**config.mk**
```make
export PLATFORM = sky130hd
export DESIGN_NAME = console_usb_top
export DESIGN_NICKNAME = d
export VERILOG_FILES = /design/src/console_usb_pkg.sv /design/src/console_cmd_dec.sv /design/src/console_usb_num.sv /design/src/console_len_log.sv /design/src/console_usb_top.sv
export VERILOG_INCLUDE_DIRS = /design/src
export SDC_FILE = /design/constraint.sdc
export NUM_CORES = 1
export LEC_CHECK = 0
export BUFFER_PORTS_ARGS = -buffer_cell sky130_fd_sc_hd__buf_2
export CELL_PAD_IN_SITES_DETAIL_PLACEMENT = 1
export CELL_PAD_IN_SITES_GLOBAL_PLACEMENT = 2
export CORE_UTILIZATION = 47
export CTS_CLUSTER_SIZE = 24
export DETAILED_ROUTE_END_ITERATION = 12
export PLACE_DENSITY = 0.75
export REMOVE_ABC_BUFFERS = 1
export SYNTH_ARGS = -nofsm -noshare
export SYNTH_HDL_FRONTEND = slang
export SYNTH_HIERARCHICAL = 1
export SYNTH_SLANG_ARGS = --single-unit
```
**constraint.sdc**
```tcl
create_clock -name clk -period 5.1 [get_ports clk]
set_input_delay 0.255 -clock clk [delete_from_list [all_inputs] [get_ports clk]]
set_output_delay 0.255 -clock clk [all_outputs]
set_load 0.005 [all_outputs]
```
**src/console_usb_defines.svh**
```systemverilog
`ifndef CONSOLE_USB_DEFINES_SVH
`define CONSOLE_USB_DEFINES_SVH

// Devices that each report a two-bit size code in dev_stat
`define CONSOLE_NUM_DEV 8

// Length contribution per size code
`define CONSOLE_LEN_SZ0 12'h000
`define CONSOLE_LEN_SZ1 12'h080
`define CONSOLE_LEN_SZ2 12'h100
`define CONSOLE_LEN_SZ3 12'h200

// Bag type codes carried in the top nibble of a command word
`define CONSOLE_BTYPE_DATA 4'b0101
`define CONSOLE_BTYPE_STAT 4'b0011

// Length log geometry
`define CONSOLE_LOG_DEPTH 16
`define CONSOLE_LOG_AW 4

`endif

```
**src/console_usb_pkg.sv**
```systemverilog
package console_usb_pkg;

    // Device size update
    typedef struct packed {
        logic [3:0] btype;
        logic [2:0] dev;
        logic [1:0] code;
        logic [6:0] pad;
    } stat_view_t;

    // Bag read open or close
    typedef struct packed {
        logic [3:0]  btype;
        logic        open;
        logic [10:0] pad;
    } read_view_t;

    // One host word read through whichever view its btype selects
    typedef union packed {
        stat_view_t stat_view;
        read_view_t read_view;
    } cmd_word_u;

    // Length log write request
    typedef struct packed {
        logic        valid;
        logic [12:0] len;
    } log_wr_t;

    // One-hot bag engine states
    typedef enum logic [4:0] {
        IDLE = 5'b00001,
        WAIT = 5'b00010,
        WORK = 5'b00100,
        DONE = 5'b01000,
        MAKE = 5'b10000
    } bag_state_e;

endpackage

```
**src/console_cmd_dec.sv**
```systemverilog
`timescale 1ns/1ps
`include "console_usb_defines.svh"

module console_cmd_dec
    import console_usb_pkg::*;
(
    input  logic                           clk,
    input  logic                           rst,

    input  logic                           cmd_valid,
    input  cmd_word_u                      cmd_word,

    output logic [2*`CONSOLE_NUM_DEV-1:0]  dev_stat,
    output logic                           fd_read,
    output logic [3:0]                     read_btype
);

    logic is_stat;
    logic stat_wr;
    logic read_wr;

    // The btype nibble sits in the same place in both views
    assign is_stat = (cmd_word.stat_view.btype == `CONSOLE_BTYPE_STAT);

    assign stat_wr = cmd_valid && is_stat;
    assign read_wr = cmd_valid && !is_stat;

    // Device size codes
    always_ff @(posedge clk or posedge rst) begin
        if (rst) begin
            dev_stat <= '0;
        end else if (stat_wr) begin
            // Device 0 owns the top two bits
            for (int d = 0; d < `CONSOLE_NUM_DEV; d++) begin
                if (cmd_word.stat_view.dev == 3'(d)) begin
                    dev_stat[2*(`CONSOLE_NUM_DEV-1-d) +: 2] <= cmd_word.stat_view.code;
                end
            end
        end
    end

    // Read open level and the bag type it was opened with
    always_ff @(posedge clk or posedge rst) begin
        if (rst) begin
            fd_read    <= 1'b0;
            read_btype <= 4'h0;
        end else if (read_wr) begin
            fd_read    <= cmd_word.read_view.open;
            read_btype <= cmd_word.read_view.btype;
        end
    end

    // Host strobe must be driven once reset is released
    a_cmd_valid_known: assert property (
        @(posedge clk) disable iff (rst) !$isunknown(cmd_valid)
    ) else $error("cmd_valid is unknown");

endmodule

```
**src/console_usb_num.sv**
```systemverilog
`timescale 1ns/1ps
`include "console_usb_defines.svh"

module console_usb_num
    import console_usb_pkg::*;
(
    input  logic                           clk,
    input  logic                           rst,

    input  logic [2*`CONSOLE_NUM_DEV-1:0]  dev_stat,
    input  logic                           fd_read,
    input  logic [3:0]                     read_btype,

    output logic [12:0]                    data_len,
    output log_wr_t                        log_wr
);

    bag_state_e  state;
    bag_state_e  next_state;

    logic [11:0] contrib [`CONSOLE_NUM_DEV];
    logic [12:0] len_sum;
    logic        wr_valid;

    function automatic logic [11:0] size_to_len(input logic [1:0] code);
        case (code)
            2'd0:    return `CONSOLE_LEN_SZ0;
            2'd1:    return `CONSOLE_LEN_SZ1;
            2'd2:    return `CONSOLE_LEN_SZ2;
            default: return `CONSOLE_LEN_SZ3;
        endcase
    endfunction

    always_ff @(posedge clk or posedge rst) begin
        if (rst) begin
            state <= IDLE;
        end else begin
            state <= next_state;
        end
    end

    always_comb begin
        case (state)
            IDLE: next_state = WAIT;
            WAIT: begin
                if (fd_read && read_btype == `CONSOLE_BTYPE_DATA) begin
                    next_state = MAKE;
                end else begin
                    next_state = WAIT;
                end
            end
            MAKE: next_state = WORK;
            WORK: next_state = DONE;
            // Hold until the host closes the read
            DONE: next_state = fd_read ? DONE : WAIT;
            default: next_state = IDLE;
        endcase
    end

    // Per device contribution with device 0 taken from the top slot
    always_ff @(posedge clk) begin
        if (state == MAKE) begin
            for (int i = 0; i < `CONSOLE_NUM_DEV; i++) begin
                contrib[i] <= size_to_len(dev_stat[2*(`CONSOLE_NUM_DEV-1-i) +: 2]);
            end
        end
    end

    always_comb begin
        len_sum = '0;
        for (int i = 0; i < `CONSOLE_NUM_DEV; i++) begin
            len_sum = len_sum + {1'b0, contrib[i]};
        end
    end

    always_ff @(posedge clk or posedge rst) begin
        if (rst) begin
            data_len <= '0;
            wr_valid <= 1'b0;
        end else begin
            wr_valid <= (state == WORK);
            if (state == WORK) begin
                data_len <= len_sum;
            end
        end
    end

    // One log entry per computed length
    assign log_wr = '{valid: wr_valid, len: data_len};

    a_state_onehot: assert property (
        @(posedge clk) disable iff (rst) $onehot(state)
    ) else $error("bag state not one-hot: %b", state);

endmodule

```
**src/console_len_log.sv**
```systemverilog
`timescale 1ns/1ps
`include "console_usb_defines.svh"

module console_len_log
    import console_usb_pkg::*;
(
    input  logic                        clk,
    input  logic                        rst,

    input  log_wr_t                     log_wr,

    input  logic                        rd_valid,
    input  logic [`CONSOLE_LOG_AW-1:0]  rd_addr,
    output logic                        rsp_valid,
    output logic [12:0]                 rsp_len,

    output logic [`CONSOLE_LOG_AW:0]    log_count
);

    logic [12:0]                   mem [`CONSOLE_LOG_DEPTH];
    logic [`CONSOLE_LOG_DEPTH-1:0] filled;
    logic [`CONSOLE_LOG_AW-1:0]    wr_ptr;

    logic                          pend_valid;
    logic [12:0]                   pend_len;
    log_wr_t                       wr_req;
    logic                          wr_grant;

    // A deferred write goes ahead of anything newer
    assign wr_req = pend_valid ? log_wr_t'{valid: 1'b1, len: pend_len} : log_wr;

    // Single memory port where the host read has priority
    assign wr_grant = wr_req.valid && !rd_valid;

    always_ff @(posedge clk or posedge rst) begin
        if (rst) begin
            pend_valid <= 1'b0;
        end else begin
            pend_valid <= wr_req.valid && rd_valid;
        end
    end

    always_ff @(posedge clk) begin
        if (wr_req.valid && rd_valid) begin
            pend_len <= wr_req.len;
        end
    end

    always_ff @(posedge clk) begin
        if (wr_grant) begin
            mem[wr_ptr] <= wr_req.len;
        end
    end

    // Pointer wraps while the count stops at depth
    always_ff @(posedge clk or posedge rst) begin
        if (rst) begin
            wr_ptr    <= '0;
            filled    <= '0;
            log_count <= '0;
        end else if (wr_grant) begin
            wr_ptr         <= wr_ptr + 1'b1;
            filled[wr_ptr] <= 1'b1;
            if (log_count != `CONSOLE_LOG_DEPTH) begin
                log_count <= log_count + 1'b1;
            end
        end
    end

    always_ff @(posedge clk or posedge rst) begin
        if (rst) begin
            rsp_valid <= 1'b0;
        end else begin
            rsp_valid <= rd_valid;
        end
    end

    // Unwritten slots read back as zero
    always_ff @(posedge clk) begin
        if (rd_valid) begin
            rsp_len <= filled[rd_addr] ? mem[rd_addr] : 13'h0000;
        end
    end

    // The calculator spaces its requests far enough apart for one deferral
    a_no_wr_over_pend: assert property (
        @(posedge clk) disable iff (rst) pend_valid |-> !log_wr.valid
    ) else $error("log write request arrived while one was pending");

endmodule

```
**src/console_usb_top.sv**
```systemverilog
`timescale 1ns/1ps
`include "console_usb_defines.svh"

module console_usb_top
    import console_usb_pkg::*;
(
    input  logic                        clk,
    input  logic                        rst,

    input  logic                        cmd_valid,
    input  cmd_word_u                   cmd_word,

    input  logic                        rd_valid,
    input  logic [`CONSOLE_LOG_AW-1:0]  rd_addr,
    output logic                        rsp_valid,
    output logic [12:0]                 rsp_len,

    output logic [`CONSOLE_LOG_AW:0]    log_count,
    output logic [12:0]                 data_len
);

    logic [2*`CONSOLE_NUM_DEV-1:0] dev_stat;
    logic                          fd_read;
    logic [3:0]                    read_btype;
    log_wr_t                       log_wr;

    console_cmd_dec i_cmd_dec (
        .clk        (clk),
        .rst        (rst),
        .cmd_valid  (cmd_valid),
        .cmd_word   (cmd_word),
        .dev_stat   (dev_stat),
        .fd_read    (fd_read),
        .read_btype (read_btype)
    );

    console_usb_num i_usb_num (
        .clk        (clk),
        .rst        (rst),
        .dev_stat   (dev_stat),
        .fd_read    (fd_read),
        .read_btype (read_btype),
        .data_len   (data_len),
        .log_wr     (log_wr)
    );

    console_len_log i_len_log (
        .clk        (clk),
        .rst        (rst),
        .log_wr     (log_wr),
        .rd_valid   (rd_valid),
        .rd_addr    (rd_addr),
        .rsp_valid  (rsp_valid),
        .rsp_len    (rsp_len),
        .log_count  (log_count)
    );

endmodule

```
==> flow_metrics.tcl <==
set metrics [dict create \
    ctsResizeCount 0 \
    hold_violations 0 \
    dr.pass1.iters 4 \
    maxCapViolCount 0 \
    comb_power_share_pct 4.7 \
    synth-edff-count 258 \
    avgSynthCellArea_um2 18.58 \
    p_switching_mw 1.168 \
    pwr-share-seq_pct 50.8 \
    die_x_um 168.2 \
    ys_warn_count 6 \
    initial_core_util_pct 48.05 \
    overflow 0 \
    drive_above_1_share_pct 30.03 \
    cp_cell_sequence "fa_1, fa_1, fa_1, inv_1, fa_1, inv_1, ha_1, fa_1, xor2_1, mux2_2" \
    pin_count 56 \
    cts_setup_buffers 0 \
    core-area_mm2 0.02703 \
    cts-htree-levels 2 \
    syn_inst 699 \
    antenna_cells 0 \
    cp.required_ps 5480 \
    worst_setup_path_end_kind "flop" \
    final_area_mm2 0.01470 \
    wl_per_cell_um 24.37 \
    swShare_pct 20.44 \
    die_h_um 168.2 \
    relSlewSlack_pct 13.50 \
    fin_crit_sh_pct 73.61 \
    cts_made_buffers 35 \
    finalMaxSlewViolations 0 \
    min_period_ps 3754 \
    vias_per_cell 5.666 \
    areaGrowthSynthToFinish_pct 13.19 \
    clockRootBuffer "clkbuf_16" \
    async_flop_share_pct 18.87 \
    drc 0 \
    crit_top_cell "fa_1" \
    die_area_mm2 0.02830 \
    vias 6329 \
    hpwlAfterDp_um 16310 \
    cp_data_arrival_time_ps 4140 \
    dr.first_iter.drc_count 450 \
    netlist_area_mm2 0.01298 \
    port_buffers 41 \
    finalSetupTns_ps 0 \
    rows 60 \
    p_int_mw 4.544 \
    setup_viol 0 \
    rsz0062_at_grt "false" \
    cpMaxStageDelayCell "fa_1" \
    seq_area_frac_synth_pct 71.24 \
    fin_skew_ps 14.58 \
    layout_commonest_cell "edfxtp_1" \
    status "finished, final reports clean" \
    clockPowerShare_pct 44.5 \
    ys_ff_latch 318 \
    tritoncts "done" \
    hold_path_class "input pin to flop" \
    max_slew.worst_pin.slew_ps 1296 \
    powerDensity_mw_per_mm2 388.6 \
    wl_um 27220 \
    fmax_mhz 266.4 \
    grt_pass1_vias 7052 \
    final_cell_mix "edfxtp_1 (258), dfrtp_1 (59), mux4_2 (56), inv_1 (41), buf_2 (40)" \
    antenna_found_initial 0 \
    grt_max_degree 31 \
    grt_usage_pct 20.17 \
    vdd_drop_max_uv 227.8 \
    grt_pass1_wl_um 41750 \
    synth.distinct_cells 49 \
    final_nets 804 \
    hold_buffers 4 \
    place_area_mm2 0.01349 \
    max_stage_delay_ps 540 \
    cp-start-kind "flop" \
    fillCellCount 2423 \
    place_congestion 0.7140 \
    crit_path_max_fanout 2 \
    antenna_left 0 \
    clockBufferDepth 3 \
    worstSetupPathType "flop to flop" \
    fin_util_pct 54.38 \
    clk_pin_slew_ps 60 \
    p_leak_nw 5.533 \
    clock_latency_ps 500 \
    synthFlopType "edfxtp_1" \
    cts_sinks 318 \
]
==> flip-flops by register name, indices dropped and copies added (netlist names) <==
name,cells
i_len_log/mem,208
i_usb_num/contrib,24
i_cmd_dec/dev_stat,16
i_len_log/filled,16
i_len_log/pend_len,13
i_len_log/rsp_len,13
i_usb_num/data_len,6
i_len_log/log_count,5
i_usb_num/state,5
i_cmd_dec/read_btype,4
i_len_log/wr_ptr,4
i_cmd_dec/fd_read,1
i_len_log/pend_valid,1
i_len_log/rsp_valid,1
i_usb_num/wr_valid,1
==> metrics by stage <==
| stage | setup WS [ps] | hold WS [ps] | power (mW) | instances |
|---|---|---|---|---|
| after floorplan | 1476 | 119.0 | 3.111 | 666 |
| after CTS | 1305 | 8.110 | 5.772 | 1117 |
| after global routing | 1208 | 23.43 | 5.893 | 1117 |
| after global placement | 1412 | 349.8 | 3.202 | 1051 |
| after detailed placement | 1312 | 369.4 | 3.228 | 1051 |
| final | 1346 | 23.55 | 5.711 | 1117 |
==> final cells by class <==
class	instances	area, um2	share of cell area [%]
flip-flops and latches	318	9250	62.94
multi-input cells	307	3427	23.32
clock buffers	48	997.2	6.785
well taps	341	426.7	2.903
repair buffers	48	270.3	1.839
clock inverters	14	172.7	1.175
inverters	41	153.9	1.047
==> cells in the mapped netlist, types with 8 or more instances <==
library cell,number,area (um2)
a21oi_1,14,70.07
inv_1,41,153.9
clkbuf_1,8,30.03
dfrtp_1,59,1476
edfxtp_1,258,7747
mux2_2,37,416.7
nor2b_1,18,112.6
and2_1,8,50.05
nand2_1,15,56.30
buf_2,8,40.04
a22oi_1,27,202.7
fa_1,17,340.3
mux4_2,56,1261
ha_1,12,150.1
nor2_1,15,56.30
or2_2,16,100.1
buf_4,23,172.7
==> worst max-delay path: cells and delay by family (launching register included) <==
family	cells	cell delay [ps]
xor+xnor	1	150
fa+ha+maj	6	2730
buf+inv	2	90
flops	1	400
mux	1	260
==> cells by family after synthesis <==
kind of cell / count (synthesis) / share of synthesized area (%)
flops: 318 / 71.24
other cells: 1 / 0.02888
buf+inv: 87 / 3.382
mux: 97 / 13.27
compound gates: 51 / 2.650
xor+xnor: 9 / 0.6071
simple gates: 107 / 5.049
fa+ha+maj: 29 / 3.777
==> per-layer routing <==
layer,global-route usage [%],vias up,routed length [um]
li1,-,2754,-
met1,26.42,3384,11670
met2,34.78,146,13910
met3,3.385,45,1010
met4,5.889,0,623
met5,0,-,0
==> final timing paths <==
check	startpoint	endpoint	slack, ps	depth (start not counted)
worst max-delay path	i_usb_num/contrib[1][9]	i_usb_num/data_len[11]	1350	10
worst min-delay path	cmd_word[12]	i_cmd_dec/read_btype[0]	20	2
worst max register to register	i_usb_num/contrib[1][9]	i_usb_num/data_len[11]	1350	10
worst min register to register	i_len_log/filled[4]	i_len_log/filled[4]	470	1
max in group asynchronous	rst	i_len_log/filled[6]	3860	3
min in group asynchronous	rst	i_usb_num/state[1]	380	3
==> power groups by stage <==
stage	combinational, mW	sequential (mW)	clock (mW)
floorplan	0.169	2.94	0
global placement	0.252	2.95	0
detailed placement	0.270	2.96	0
CTS	0.274	2.90	2.59
global route	0.301	2.91	2.68
finish	0.267	2.90	2.54
(Power assumes the default switching activity.)
